## src/hw/decoder_pkg.sv

```systemverilog
package decoder_pkg;

    // lattice extent, rows x columns x measurement layers
    localparam int CODE_DISTANCE = 3;
    localparam int ROW_COUNT = CODE_DISTANCE;
    localparam int COLUMN_COUNT = CODE_DISTANCE - 1;
    localparam int LAYER_COUNT = CODE_DISTANCE - 1;
    localparam int PU_COUNT = ROW_COUNT * COLUMN_COUNT * LAYER_COUNT;
    localparam int PU_INDEX_WIDTH = $clog2(PU_COUNT);

    // row edges, column edges, then edges between layers
    localparam int EDGE_COUNT = (ROW_COUNT - 1) * COLUMN_COUNT * LAYER_COUNT
        + ROW_COUNT * (COLUMN_COUNT - 1) * LAYER_COUNT
        + ROW_COUNT * COLUMN_COUNT * (LAYER_COUNT - 1);

    localparam int NEIGHBOR_COST = 2;
    localparam int BOUNDARY_COST = 2;
    localparam int GROWTH_WIDTH = $clog2(NEIGHBOR_COST + 1);
    localparam int MAX_NEIGHBORS = 6;

    // neighbor slot order inside a unit
    localparam int DIR_BOTTOM = 0;
    localparam int DIR_TOP = 1;
    localparam int DIR_LEFT = 2;
    localparam int DIR_RIGHT = 3;
    localparam int DIR_DOWN = 4;
    localparam int DIR_UP = 5;

    typedef enum logic [1:0] {
        STAGE_IDLE,
        STAGE_MEASUREMENT_LOADING,
        STAGE_GROW,
        STAGE_MERGE
    } stage_e;

    function automatic int pu_index(int i, int j, int k);
        return i * COLUMN_COUNT + j + k * ROW_COUNT * COLUMN_COUNT;
    endfunction

    function automatic bit has_boundary(int j, int k);
        return (j == 0) || (j == COLUMN_COUNT - 1) || (k == 0);
    endfunction

    function automatic bit neighbor_exists(int i, int j, int k, int dir);
        case (dir)
            DIR_BOTTOM: return i > 0;
            DIR_TOP: return i < ROW_COUNT - 1;
            DIR_LEFT: return j > 0;
            DIR_RIGHT: return j < COLUMN_COUNT - 1;
            DIR_DOWN: return k > 0;
            DIR_UP: return k < LAYER_COUNT - 1;
            default: return 1'b0;
        endcase
    endfunction

    // missing neighbors take no slot, so later directions shift down
    function automatic int neighbor_slot(int i, int j, int k, int dir);
        int slot;
        slot = 0;
        for (int d = 0; d < dir; d++) begin
            if (neighbor_exists(i, j, k, d)) begin
                slot++;
            end
        end
        return slot;
    endfunction

    function automatic int neighbor_count(int i, int j, int k);
        return neighbor_slot(i, j, k, MAX_NEIGHBORS);
    endfunction

endpackage

```

## src/hw/neighbor_link.sv

```systemverilog
module neighbor_link (
    input  logic                                   clk,
    input  logic                                   reset,
    input  logic                                   load_i,
    input  logic                                   grow_i,
    input  logic                                   a_occupied_i,
    input  logic                                   b_occupied_i,
    input  logic [decoder_pkg::PU_INDEX_WIDTH-1:0] a_root_i,
    input  logic [decoder_pkg::PU_INDEX_WIDTH-1:0] b_root_i,
    output logic [decoder_pkg::PU_INDEX_WIDTH-1:0] a_root_o,
    output logic [decoder_pkg::PU_INDEX_WIDTH-1:0] b_root_o,
    output logic                                   is_fully_grown_o
);
    import decoder_pkg::*;

    logic [GROWTH_WIDTH-1:0] growth_q;
    logic [GROWTH_WIDTH:0]   growth_sum;

    // each occupied end pushes the edge by one per step
    assign growth_sum = {1'b0, growth_q}
        + {{GROWTH_WIDTH{1'b0}}, a_occupied_i}
        + {{GROWTH_WIDTH{1'b0}}, b_occupied_i};

    always_ff @(posedge clk) begin
        if (reset || load_i) begin
            growth_q <= '0;
        end else if (grow_i) begin
            if (growth_sum >= NEIGHBOR_COST) begin
                growth_q <= GROWTH_WIDTH'(NEIGHBOR_COST);
            end else begin
                growth_q <= growth_sum[GROWTH_WIDTH-1:0];
            end
        end
    end

    assign is_fully_grown_o = (growth_q == GROWTH_WIDTH'(NEIGHBOR_COST));

    // each side sees the root held on the far side
    assign a_root_o = b_root_i;
    assign b_root_o = a_root_i;

    growth_saturates: assert property (
        @(posedge clk) disable iff (reset)
        growth_q <= NEIGHBOR_COST
    ) else $error("edge growth %0d past its length", growth_q);

endmodule

```

## src/hw/processing_unit.sv

```systemverilog
module processing_unit #(
    parameter int SELF_INDEX = 0,
    parameter int NEIGHBOR_COUNT = 1,
    parameter bit HAS_BOUNDARY = 1'b0
) (
    input  logic                                   clk,
    input  logic                                   reset,
    input  logic                                   load_i,
    input  logic                                   grow_i,
    input  logic                                   merge_i,
    input  logic                                   is_error_syndrome_i,
    input  logic [NEIGHBOR_COUNT-1:0]              neighbor_fully_grown_i,
    input  logic [NEIGHBOR_COUNT-1:0][decoder_pkg::PU_INDEX_WIDTH-1:0]
                                                   neighbor_root_i,
    output logic                                   is_occupied_o,
    output logic [decoder_pkg::PU_INDEX_WIDTH-1:0] root_o,
    output logic                                   is_touching_boundary_o,
    output logic                                   changed_o
);
    import decoder_pkg::*;

    logic                      is_error_syndrome_q;
    logic [GROWTH_WIDTH-1:0]   boundary_growth_q;
    logic [PU_INDEX_WIDTH-1:0] root_q;
    logic [PU_INDEX_WIDTH-1:0] smallest_root;

    // a fully grown edge always has an occupied end, so occupancy spreads across it
    assign is_occupied_o = is_error_syndrome_q | (|neighbor_fully_grown_i);

    assign is_touching_boundary_o = (boundary_growth_q == GROWTH_WIDTH'(BOUNDARY_COST));

    assign root_o = root_q;

    // smallest root among self and the neighbors joined by a full edge
    always_comb begin
        smallest_root = root_q;
        for (int n = 0; n < NEIGHBOR_COUNT; n++) begin
            if (neighbor_fully_grown_i[n] && (neighbor_root_i[n] < smallest_root)) begin
                smallest_root = neighbor_root_i[n];
            end
        end
    end

    assign changed_o = merge_i && (smallest_root != root_q);

    always_ff @(posedge clk) begin
        if (reset) begin
            is_error_syndrome_q <= 1'b0;
            boundary_growth_q <= '0;
            root_q <= PU_INDEX_WIDTH'(SELF_INDEX);
        end else if (load_i) begin
            // new round starts from the syndrome alone
            is_error_syndrome_q <= is_error_syndrome_i;
            boundary_growth_q <= '0;
            root_q <= PU_INDEX_WIDTH'(SELF_INDEX);
        end else if (grow_i) begin
            if (HAS_BOUNDARY && is_occupied_o && !is_touching_boundary_o) begin
                boundary_growth_q <= boundary_growth_q + 1'b1;
            end
        end else if (merge_i) begin
            root_q <= smallest_root;
        end
    end

    // roots start at the own index and only ever move to smaller ones
    root_not_above_self: assert property (
        @(posedge clk) disable iff (reset)
        root_q <= SELF_INDEX
    ) else $error("unit %0d holds root %0d", SELF_INDEX, root_q);

endmodule

```

## src/hw/stage_control.sv

```systemverilog
module stage_control (
    input  logic                               clk,
    input  logic                               reset,
    input  decoder_pkg::stage_e                stage_i,
    input  logic [decoder_pkg::PU_COUNT-1:0]   changed_i,
    output logic                               load_o,
    output logic                               grow_o,
    output logic                               merge_o,
    output logic                               busy_o
);
    import decoder_pkg::*;

    stage_e stage_q;
    stage_e stage_prev_q;

    // stage is delayed by one cycle to line up with the units
    always_ff @(posedge clk) begin
        if (reset) begin
            stage_q <= STAGE_IDLE;
            stage_prev_q <= STAGE_IDLE;
        end else begin
            stage_q <= stage_i;
            stage_prev_q <= stage_q;
        end
    end

    // entry into a stage gives a single cycle pulse
    assign load_o = (stage_q == STAGE_MEASUREMENT_LOADING)
        && (stage_prev_q != STAGE_MEASUREMENT_LOADING);
    assign grow_o = (stage_q == STAGE_GROW) && (stage_prev_q != STAGE_GROW);
    assign merge_o = (stage_q == STAGE_MERGE);

    // some root still moved in the last merge cycle
    always_ff @(posedge clk) begin
        if (reset) begin
            busy_o <= 1'b0;
        end else begin
            busy_o <= |changed_i;
        end
    end

    load_grow_exclusive: assert property (
        @(posedge clk) disable iff (reset)
        !(load_o && grow_o)
    ) else $error("load and grow pulses overlap");

endmodule

```

## src/hw/union_find_decoder.sv

```systemverilog
module union_find_decoder (
    input  logic                                   clk,
    input  logic                                   reset,
    input  decoder_pkg::stage_e                    stage_i,
    input  logic [decoder_pkg::PU_COUNT-1:0]       is_error_syndrome_i,
    output wire  [decoder_pkg::PU_COUNT-1:0][decoder_pkg::PU_INDEX_WIDTH-1:0]
                                                   root_o,
    output wire  [decoder_pkg::PU_COUNT-1:0]       is_occupied_o,
    output wire  [decoder_pkg::PU_COUNT-1:0]       is_touching_boundary_o,
    output wire                                    busy_o
);
    import decoder_pkg::*;

    wire                    load;
    wire                    grow;
    wire                    merge;
    wire [PU_COUNT-1:0]     changed;

    // per unit neighbor slots, only the first neighbor_count entries exist
    wire [PU_COUNT-1:0][MAX_NEIGHBORS-1:0]                     nbr_grown;
    wire [PU_COUNT-1:0][MAX_NEIGHBORS-1:0][PU_INDEX_WIDTH-1:0] nbr_root;

    stage_control u_stage_control (
        .clk       (clk),
        .reset     (reset),
        .stage_i   (stage_i),
        .changed_i (changed),
        .load_o    (load),
        .grow_o    (grow),
        .merge_o   (merge),
        .busy_o    (busy_o)
    );

    for (genvar gk = 0; gk < LAYER_COUNT; gk++) begin : g_layer
        for (genvar gi = 0; gi < ROW_COUNT; gi++) begin : g_row
            for (genvar gj = 0; gj < COLUMN_COUNT; gj++) begin : g_col
                processing_unit #(
                    .SELF_INDEX     (pu_index(gi, gj, gk)),
                    .NEIGHBOR_COUNT (neighbor_count(gi, gj, gk)),
                    .HAS_BOUNDARY   (has_boundary(gj, gk))
                ) u_pu (
                    .clk                    (clk),
                    .reset                  (reset),
                    .load_i                 (load),
                    .grow_i                 (grow),
                    .merge_i                (merge),
                    .is_error_syndrome_i    (is_error_syndrome_i[pu_index(gi, gj, gk)]),
                    .neighbor_fully_grown_i (
                        nbr_grown[pu_index(gi, gj, gk)][neighbor_count(gi, gj, gk)-1:0]),
                    .neighbor_root_i        (
                        nbr_root[pu_index(gi, gj, gk)][neighbor_count(gi, gj, gk)-1:0]),
                    .is_occupied_o          (is_occupied_o[pu_index(gi, gj, gk)]),
                    .root_o                 (root_o[pu_index(gi, gj, gk)]),
                    .is_touching_boundary_o (is_touching_boundary_o[pu_index(gi, gj, gk)]),
                    .changed_o              (changed[pu_index(gi, gj, gk)])
                );

                // one link per forward direction: top, right, up
                for (genvar gd = 0; gd < 3; gd++) begin : g_dir
                    if (neighbor_exists(gi, gj, gk, 2 * gd + 1)) begin : g_link
                        wire fully_grown;

                        neighbor_link u_link (
                            .clk              (clk),
                            .reset            (reset),
                            .load_i           (load),
                            .grow_i           (grow),
                            .a_occupied_i     (is_occupied_o[pu_index(gi, gj, gk)]),
                            .b_occupied_i     (is_occupied_o[
                                pu_index(gi + (gd == 0), gj + (gd == 1), gk + (gd == 2))]),
                            .a_root_i         (root_o[pu_index(gi, gj, gk)]),
                            .b_root_i         (root_o[
                                pu_index(gi + (gd == 0), gj + (gd == 1), gk + (gd == 2))]),
                            .a_root_o         (nbr_root[pu_index(gi, gj, gk)]
                                [neighbor_slot(gi, gj, gk, 2 * gd + 1)]),
                            .b_root_o         (nbr_root[
                                pu_index(gi + (gd == 0), gj + (gd == 1), gk + (gd == 2))]
                                [neighbor_slot(gi + (gd == 0), gj + (gd == 1),
                                    gk + (gd == 2), 2 * gd)]),
                            .is_fully_grown_o (fully_grown)
                        );

                        // both ends see the same edge state
                        assign nbr_grown[pu_index(gi, gj, gk)]
                            [neighbor_slot(gi, gj, gk, 2 * gd + 1)] = fully_grown;
                        assign nbr_grown[
                            pu_index(gi + (gd == 0), gj + (gd == 1), gk + (gd == 2))]
                            [neighbor_slot(gi + (gd == 0), gj + (gd == 1),
                                gk + (gd == 2), 2 * gd)] = fully_grown;
                    end
                end
            end
        end
    end

endmodule

```

## config.mk

```make
export PLATFORM = sky130hd
export DESIGN_NAME = union_find_decoder
export DESIGN_NICKNAME = d
export VERILOG_FILES = /design/src/hw/decoder_pkg.sv /design/src/hw/neighbor_link.sv /design/src/hw/processing_unit.sv /design/src/hw/stage_control.sv /design/src/hw/union_find_decoder.sv
export SDC_FILE = /design/constraint.sdc
export NUM_CORES = 1
export LEC_CHECK = 0
export ABC_AREA = 1
export BUFFER_PORTS_ARGS = -buffer_cell sky130_fd_sc_hd__buf_2
export CAP_MARGIN = 20
export CELL_PAD_IN_SITES_DETAIL_PLACEMENT = 1
export CELL_PAD_IN_SITES_GLOBAL_PLACEMENT = 2
export CORE_ASPECT_RATIO = 0.75
export CORE_UTILIZATION = 37
export DETAILED_ROUTE_END_ITERATION = 12
export PLACE_DENSITY_LB_ADDON = 0.25
export SYNTH_ARGS = -nofsm -noshare
export SYNTH_HDL_FRONTEND = slang
export SYNTH_SLANG_ARGS = --single-unit
export TNS_END_PERCENT = 30
```

## constraint.sdc

```tcl
create_clock -name clk -period 12.2 [get_ports clk]
set_clock_uncertainty 0.05 [all_clocks]
set_input_delay 0 -clock clk [delete_from_list [all_inputs] [get_ports clk]]
set_output_delay 0 -clock clk [all_outputs]
set_load 0.05 [all_outputs]
```

==> results by group, run 1 <==
Timing
  • Slew headroom: 28.2%
  • RSZ-0062 raised after global routing: false
  • Period Utilization, post-route: 55.0%
  • Worst Tran Pin Value: 1070 ps
  • Pins Over Slew Limit: 0
  • Final Hold Fails: 0
  • # setup viols final: 0
  • Upper clock frequency limit: 149 MHz
  • Setup_tns: 0 ps
  • Post-layout min period: 6710 ps

Pwr
  • Total design power: 0.00150 W
  • PD cells: 108 nW/um^2
  • Pleak: 7.31 nW
  • VDD IR max: 0.0877 mV

Route
  • # DRC: 0
  • Antenna viol nets, final: 0
  • DR vias: 13081
  • Routed Wire Length: 47800 um
  • Drt pass-1 iters: 5
  • Vias per cell: 5.31
  • WL/cell: 19.4 um
  • Drt initial violations: 735

Flow run
  • Maxcap violations: 0

CTS
  • Clock Latency Late Sink: 450 ps
  • CTS Root Cell: clkbuf_16
  • TritonCTS clock tree: built
  • Post-CTS Hold Buffers: 29
  • CTS buffer count: 17
  • Clock sinks: 129
  • Clock tree buffer depth: 2
  • Clock-pin slew on the worst setup and hold paths: 70 ps
  • Post-CTS Setup Bufs: 0
  • H-Tree Depth: 4
  • Post_cts resized: 0

Layout
  • Final Net Count: 2181
  • Area grow syn2layout: 14.8%
  • Share of layout cells above drive strength 1: 11.7%
  • Diodes inserted: 0
  • Commonest cells after routing, fill and taps aside: nand2_1 (520), inv_1 (296), nand3_1 (224)
  • Most common cell after layout, fill and taps aside: nand2_1
  • Finished Core Util: 43.8%

Floorplan
  • Die W: 211 um
  • Initial Util: 38.1%
  • Die area: 33400 sq um
  • Core ar.: 31700 sq um
  • Row cnt: 56
  • IO Pins: 89
  • Die Ht: 159 um

Hold path
  • HP Class: reg -> reg

GRT
  • First-pass GRT wire length: 74600 um
  • Gr ovfl total: 0
  • Antenna violations before repair: 1
  • Vias in the first global route: 13103
  • GRT Total Usage: 29.3%
  • Pin count of the biggest net entering global routing: 64

Logic synthesis
  • Yosys warning count: 0
  • Avg Cell Area, Syn: 6.33 sq um
  • Synth unique cells: 33
  • Syn Inst Count: 1913
  • Flops & latches, synth: 129
  • Sequential area share after synthesis: 21.3%
  • Syn nets: 2078
  • Cell area after synthesis: 12100 sq um

Placement
  • Hpwl dp: 35900 um
  • I/O Buffers: 88
  • Final Wtd Congestion: 0.901

Critical path
  • CP startpoint kind: flip-flop
  • Data required, critical path: 12500 ps
  • Cell mode on critical path: nand2_1
  • Bufs and invs on worst path: 4
  • Crit. End Element: flip-flop
  • WP data arrival: 7010 ps
  • Crit Path Class: reg -> reg
  • Worst stage delay on the critical path: 710 ps
  • Crit-path leading delay family: simple AND/OR/NAND/NOR gates
  • Critical path peak fanout: 11
  • CP max-delay cell: dfxtp_1

Outcome
  • Status: finished, final reports clean
==> cell families (layout without fill, tap and decap cells) <==
group	Yosys count	in the layout	synth area share, %
compound gates	320	320	15.3
xor+xnor	3	3	0.217
fa+ha+maj	149	149	16.6
buf+inv	383	498	12.6
flops	129	129	21.3
simple gates	929	929	33.9
==> state kept, by name, summed over array words and instances, names as in the netlist <==
name,flops
g_layer.g_row.g_col.u_pu.root_o,48
g_layer.g_row.g_col.g_dir.g_link.u_link.growth_q,40
g_layer.g_row.g_col.u_pu.boundary_growth_q,24
g_layer.g_row.g_col.u_pu.is_error_syndrome_q,12
u_stage_control.stage_prev_q,2
u_stage_control.stage_q,2
u_stage_control.busy_o,1
==> cells in the mapped netlist <==
library cell | number | share of area [%]
a21oi_2 | 2 | 0.14
nand2_2 | 39 | 2.0
nor2_1 | 70 | 2.2
clkbuf_1 | 37 | 1.1
fa_1 | 20 | 3.3
inv_1 | 296 | 9.2
nor2_4 | 5 | 0.47
nand2_4 | 5 | 0.47
a21oi_1 | 100 | 4.1
nand3_1 | 225 | 9.3
nor3_1 | 25 | 1.0
o21ai_0 | 112 | 4.6
buf_4 | 24 | 1.5
clkbuf_2 | 2 | 0.083
o21a_2 | 1 | 0.072
ha_1 | 129 | 13
nand2_1 | 521 | 16
xor2_1 | 3 | 0.22
dfxtp_1 | 129 | 21
o211ai_1 | 19 | 1.2
o21a_1 | 27 | 1.7
inv_2 | 16 | 0.50
a31oi_1 | 15 | 0.78
nand3_2 | 6 | 0.50
o21ai_2 | 3 | 0.22
nand4_1 | 14 | 0.72
a211oi_1 | 35 | 2.2
nor4_1 | 10 | 0.52
nor2_2 | 2 | 0.10
o21ai_1 | 6 | 0.25
buf_1 | 2 | 0.062
clkinv_1 | 6 | 0.19
nand3b_1 | 7 | 0.43
==> per-stage QoR <==
stage	worst slack [ps]	hold WS (ps)	instance area (sq um)	std cells
after floorplan	6930	57.0	12100	1913
after global placement	5830	167	13000	2399
after detailed placement	5680	174	13000	2399
after CTS	5660	406	13900	2459
after global routing	5140	426	13900	2463
final	5490	403	13900	2463
==> final timing paths <==
kind	slack (ps)	startpoint	depth (start not counted)	end
max reg2reg	5490	g_layer[0].g_row[1].g_col[1].u_pu.root_o[1]	29	u_stage_control.busy_o
min	400	flip-flop	1	flip-flop
max	5490	g_layer[0].g_row[1].g_col[1].u_pu.root_o[1]	29	u_stage_control.busy_o
min reg2reg	400	flip-flop	1	flip-flop
==> power breakdown <==
part           total [W]  switching (W)  internal [W]
sequential      0.000463      0.0000222      0.000440
combinational   0.000518       0.000352      0.000167
clock           0.000517       0.000226      0.000291
total            0.00150       0.000600      0.000898
==> layout make-up <==
| type | instances | area (sq um) |
|---|---|---|
| clock buffer | 20 | 457 |
| clock inverter | 11 | 106 |
| fill | 4306 | 17800 |
| inverter | 318 | 1190 |
| multi-input combinational | 1401 | 8030 |
| sequential | 129 | 2580 |
| tap | 435 | 544 |
| timing repair buffer | 149 | 983 |
==> routing by layer <==
| layer | part of all wire, % | vias to the layer above | track usage [%] |
|---|---|---|---|
| met5 | 0.027 | - | 0 |
| met4 | 2.6 | 2 | 9.73 |
| met3 | 4.8 | 63 | 4.46 |
| met2 | 44 | 274 | 47.5 |
| met1 | 49 | 6287 | 39.9 |
| li1 | - | 6455 | - |
==> worst reg2reg max path: cells and delay by family, from the launching register on <==
family                   cells  cell delay, ps
adder cells (fa/ha/maj)      4            1300
buffers and inverters        4             410
AO/OA/AOI/OAI                5            1870
AND/OR/NAND/NOR             16            2260
flip-flops                   1             710
No activity file was read; power rests on OpenSTA's default activity.
==> run 2: changes to the inputs <==
CORE_UTILIZATION = 31   (was 37)
clock period = 5.95 ns   (was 12.2 ns; I/O delays follow)
==> run 2 against run 1 <==
Net effect: non-clock buffer count is 47 higher; critical path depth increased by 1; global-route usage down 3.8 points; sequential power up 100%; combinational power is 110% higher; clock-buffer cell count down 1; critical path type unchanged; highest routed layer is now met4.
==> results by group, run 2 (synthesis results as in run 1) <==
Pwr
  • Total design power: 0.00315 W (+110%)
  • PD cells: 218 nW/um^2 (+100%)
  • VDD IR max: 0.210 mV (+140%)
  • Pleak: 7.59 nW (+3.8%)

Timing
  • RSZ-0062 raised after global routing: false
  • # setup viols final: 0 (unchanged)
  • Upper clock frequency limit: 186 MHz (+25%)
  • Worst Tran Pin Value: 1030 ps (-40.6 ps)
  • Post-layout min period: 5390 ps (-1320 ps)
  • Period Utilization, post-route: 90.6% (+36 points)
  • Setup WS post-layout: 561 ps (-4930 ps)
  • Pins Over Slew Limit: 0 (unchanged)
  • Slew headroom: 30.9% (+2.7 points)
  • Final Hold Fails: 0 (unchanged)
  • Setup_tns: 0 ps (unchanged)

Floorplan
  • IO Pins: 89 (unchanged)
  • Core ar.: 38400 sq um (+21%)
  • Initial Util: 31.5% (-6.6 points)
  • Die W: 230 um (+9.2%)
  • Die Ht: 173 um (+9.1%)
  • Row cnt: 62 (+11%)
  • Die area: 39800 sq um (+19%)

Route
  • DR vias: 13216 (+1.0%)
  • Drt pass-1 iters: 5 (unchanged)
  • Vias per cell: 5.11 (-3.8%)
  • WL/cell: 19.4 um (-0.21%)
  • Routed Wire Length: 50100 um (+4.9%)
  • Antenna viol nets, final: 0 (unchanged)
  • # DRC: 0 (unchanged)
  • Drt initial violations: 798 (+8.6%)

CTS
  • Post-CTS Setup Bufs: 0 (unchanged)
  • H-Tree Depth: 4 (unchanged)
  • Clock sinks: 129 (unchanged)
  • CTS Root Cell: clkbuf_16
  • TritonCTS clock tree: built
  • Clock Latency Late Sink: 450 ps (about the same)
  • Clock-pin slew on the worst setup and hold paths: 70 ps (about the same)
  • CTS buffer count: 17 (unchanged)
  • Clock tree buffer depth: 2 (unchanged)

Layout
  • Final Net Count: 2228 (+2.2%)
  • Share of layout cells above drive strength 1: 14.2% (+2.5 points)
  • Diodes inserted: 0 (unchanged)
  • Most common cell after layout, fill and taps aside: nand2_1
  • Area grow syn2layout: 19.2%
  • Commonest cells after routing, fill and taps aside: nand2_1 (520), inv_1 (296), nand3_1 (224)
  • Number of flip-flops in the largest register: 48 (unchanged)
  • Finished Core Util: 37.6% (-6.2 points)

Critical path
  • CP startpoint kind: flip-flop
  • CP max-delay cell: dfxtp_1
  • Data required, critical path: 6240 ps (-6260 ps)
  • WP data arrival: 5680 ps (-1330 ps)
  • Worst stage delay on the critical path: 580 ps (-130 ps)
  • Crit Path Class: reg -> reg
  • Crit. End Element: flip-flop
  • Critical path peak fanout: 7 (-4)
  • Cell mode on critical path: nand2_1

GRT
  • GRT Total Usage: 25.5% (-3.8 points)
  • Antenna violations before repair: 0 (-1)
  • Pin count of the biggest net entering global routing: 64 (unchanged)
  • First-pass GRT wire length: 78200 um (+4.7%)
  • Gr ovfl total: 0 (unchanged)
  • Vias in the first global route: 13304 (+1.5%)

Outcome
  • Status: finished, final reports clean

Placement
  • Worst slack, placed: 267 ps (-5410 ps)
  • Final Wtd Congestion: 0.870 (-3.5%)
  • I/O Buffers: 88 (unchanged)
  • Hpwl dp: 38400 um (+6.9%)

Hold path
  • HP Class: reg -> reg

Flow run
  • Maxcap violations: 0 (unchanged)
## run 2: changes by cell type in the layout (fill, tap and decap cells not counted), sizes merged
| cell | delta |
|---|---|
| clkinv | +1 |
| clkinvlp | -4 |
| buf | +49 |
| bufinv | +1 |
| inv | +4 |
| clkbuf | -3 |
## run 2: through the flow
stage | hold slack (ps) | std cells | area (sq um)
after CTS | 406 | 2586 | 14400
after floorplan | 57.0 | 1913 | 12100
after global placement | 178 | 2524 | 13500
final | 407 | 2588 | 14400
after global routing | 423 | 2588 | 14400
after detailed placement | 166 | 2525 | 13500
## run 2: cell type report
class	count	area [sq um]
Clock inverter	13	148
Fill cell	4992	24000
Sequential cell	129	2580
Multi-Input combinational cell	1401	8060
Timing Repair Buffer	196	1340
Clock buffer	19	453
Inverter	318	1200
Tap cell	512	641
## run 2: critical path: cells and delay by family, from the launching register on
family,cells,cell delay (ps)
and+or+nand+nor,19,2120
AOI/OAI and AO/OA,5,1190
adders and majority gates,3,930
DFF,1,580
buffers and inverters,3,410
## run 2: path summary, 6_finish.rpt
check / from / end / slack, ps / depth (start not counted)
max: g_layer[0].g_row[2].g_col[0].u_pu.root_o[1] / u_stage_control.busy_o / 560 / 30
min: flip-flop / flip-flop / 410 / 1
max reg2reg: g_layer[0].g_row[2].g_col[0].u_pu.root_o[1] / u_stage_control.busy_o / 560 / 30
min reg2reg: flip-flop / flip-flop / 410 / 1
## run 2: power breakdown
part / internal (W) / leakage [nW] / switching (W)
sequential: 0.000903 / 1.05 / 0.0000279
combinational: 0.000356 / 6.24 / 0.000733
clock: 0.000647 / 0.296 / 0.000480
total: 0.00191 / 7.59 / 0.00124
## run 2: what timing repair did
item / in CTS / in global routing
resized for setup: 0 / 8
hold buffers: 29 / 0
endpoints found under the hold margin: 16 / 0
endpoints found under the setup margin: 0 / 1
## run 2: layer usage
layer / track usage (%) / share of wire (%) / up-vias
li1: - / - / 6556
met1: 36.7 / 51 / 6382
met2: 40.2 / 44 / 216
met3: 2.92 / 3.4 / 62
met4: 6.84 / 1.9 / 0
met5: 0 / 0 / -
==> run 3: changes to the inputs <==
RECOVER_POWER = 50   (was unset)
==> run 3 against run 2 <==
Net effect: the run now ends with capacitance limit, slew limit left; worst setup slack got worse by 45 ps; power barely moved; critical path depth rose by 3; non-clock buffer count did not move; clock power barely moved; clock-buffer cell count did not move; first-iteration DRC count fell by 1.9%; cell count did not move; largest power group unchanged; highest routed layer unchanged.
==> results by group, run 3 (synthesis results as in run 1) <==
CTS
  • CTS Root Cell: clkbuf_16
  • Clock tree buffer depth: 2 (unchanged)
  • Clock Latency Late Sink: 460 ps (about the same)
  • Clock sinks: 129 (unchanged)
  • H-Tree Depth: 4 (unchanged)
  • CTS buffer count: 17 (unchanged)
  • Post-CTS Setup Bufs: 0 (unchanged)
  • TritonCTS clock tree: built
  • Clock-pin slew on the worst setup and hold paths: 70 ps (about the same)

Floorplan
  • Initial Util: 31.5% (unchanged)
  • IO Pins: 89 (unchanged)
  • Row cnt: 62 (unchanged)
  • Core ar.: 38400 sq um (unchanged)
  • Die W: 230 um (unchanged)
  • Die Ht: 173 um (unchanged)
  • Die area: 39800 sq um (unchanged)

Timing
  • Upper clock frequency limit: 184 MHz (-0.82%)
  • Pins Over Slew Limit: 62 (+62)
  • Setup WS post-layout: 517 ps (-44.6 ps)
  • Setup_tns: 0 ps (unchanged)
  • Period Utilization, post-route: 91.3% (+0.75 points)
  • Slew headroom: -129% (-160 points)
  • # setup viols final: 0 (unchanged)
  • Worst Tran Pin Value: 3440 ps (+2410 ps)
  • Final Hold Fails: 0 (unchanged)
  • Post-layout min period: 5430 ps (+44.6 ps)
  • Worst hold margin: 408 ps (+0.866 ps)
  • RSZ-0062 raised after global routing: false

Layout
  • Most common cell after layout, fill and taps aside: nand2_1
  • Final Net Count: 2228 (unchanged)
  • Post-route insts no fill: 2588 (unchanged)
  • Commonest cells after routing, fill and taps aside: nand2_1 (520), inv_1 (296), nand3_1 (224)
  • Number of flip-flops in the largest register: 48 (unchanged)
  • Area grow syn2layout: 18.4%
  • Share of layout cells above drive strength 1: 10.9% (-3.3 points)
  • # fillers: 5016 (+0.48%)
  • Diodes inserted: 0 (unchanged)
  • Finished Core Util: 37.3% (-0.27 points)

GRT
  • Vias in the first global route: 13304 (unchanged)
  • First-pass GRT wire length: 78200 um (unchanged)
  • GRT Total Usage: 25.5% (unchanged)
  • Antenna violations before repair: 0 (unchanged)
  • Pin count of the biggest net entering global routing: 64 (unchanged)
  • Gr ovfl total: 0 (unchanged)

Outcome
  • Status: finished with violations
  • Failing checks: capacitance limit, slew limit

Critical path
  • CP startpoint kind: flip-flop
  • Cell mode on critical path: nand2_1
  • Reg-to-Reg Start: g_layer[0].g_row[0].g_col[0].u_pu.root_o[0]
  • Crit. Startpoint: g_layer[0].g_row[0].g_col[0].u_pu.root_o[0]
  • Critical path peak fanout: 7 (unchanged)
  • Levels on crit path: 33 (+10%)
  • WP data arrival: 5730 ps (+50 ps)
  • Worst stage delay on the critical path: 470 ps (-110 ps)
  • Crit. End Element: flip-flop
  • Data required, critical path: 6240 ps (about the same)
  • CP endpoint: u_stage_control.busy_o
  • Flop2flop setup slack: 520 ps (-40 ps)
  • Worst R2R Path Depth: 33 (+10%)
  • Crit-path leading delay family: simple AND/OR/NAND/NOR gates
  • Bufs and invs on worst path: 5 (+2)
  • CP max-delay cell: dfxtp_1
  • R2r endpoint: u_stage_control.busy_o
  • Crit Path Class: reg -> reg

Route
  • WL/cell: 19.4 um (about the same)
  • # DRC: 0 (unchanged)
  • Antenna viol nets, final: 0 (unchanged)
  • Routed Wire Length: 50100 um (about the same)
  • Drt initial violations: 783 (-1.9%)
  • Vias per cell: 5.13 (+0.42%)
  • Drt pass-1 iters: 5 (unchanged)
  • DR vias: 13272 (+0.42%)

Placement
  • Worst slack, placed: 267 ps (unchanged)
  • I/O Buffers: 88 (unchanged)
  • Hpwl dp: 38400 um (unchanged)
  • Dpl cells: 2525 (unchanged)
  • Final Wtd Congestion: 0.870 (unchanged)

Pwr
  • PD cells: 220 nW/um^2 (+0.71%)
  • VDD IR max: 0.211 mV (+0.46%)
  • Pleak: 7.37 nW (-2.9%)

Hold path
  • Hold Path Depth: 1 (unchanged)
  • HP Class: reg -> reg

Flow run
  • Maxcap violations: 1 (+1)
run 3: how the worst min path moves through the flow:
stage,to,from,slack [ps]
floorplan,u_stage_control.stage_q[0],stage_i[0],60
global placement,u_stage_control.stage_q[1],stage_i[1],180
detailed placement,u_stage_control.stage_q[1],stage_i[1],170
CTS,flip-flop,flip-flop,410
global route,flip-flop,flip-flop,420
finish,flip-flop,flip-flop,410
run 3: final cells by class:
type	count	area, sq um	share of cell area [%]
clock buffers	19	453	3.16
multi-input cells	1401	8050	56.2
clock inverters	13	148	1.03
well taps	512	641	4.47
repair buffers	196	1250	8.75
flip-flops and latches	129	2580	18.0
inverters	318	1200	8.36
run 3: worst reg2reg max path, delay by kind of cell, from the launching register on:
family	cells	cell delay (ps)
simple gates	21	2370
compound gates	4	1110
fa+ha+maj	3	810
buf+inv	5	510
flops	1	470
run 3: metal layers:
metal	track usage, %	part of all wire [%]	wire length (um)
met1	36.7	52	25900
met2	40.2	44	21800
met3	2.92	3.0	1490
met4	6.84	1.9	954
met5	0	0	0
run 3: where the power goes:
| group | total (W) | internal [W] | switching, W |
|---|---|---|---|
| Clock | 0.00113 | 0.000648 | 0.000485 |
| Sequential | 0.000931 | 0.000903 | 0.0000280 |
| Combinational | 0.00108 | 0.000350 | 0.000734 |
| Total | 0.00315 | 0.00190 | 0.00125 |
run 3: repair_timing:
item,4_1_cts,5_1_grt
endpoints found under the setup margin,0,1
hold buffers,29,0
hold endpoints to repair,16,0
gates resized for setup,0,8
run 3: metrics by stage:
step / total power, W / area, sq um
floorplan: 0.00170 / 12100
global placement: 0.00197 / 13500
detailed placement: 0.00201 / 13500
CTS: 0.00317 / 14400
global route: 0.00334 / 14300
finish: 0.00315 / 14300
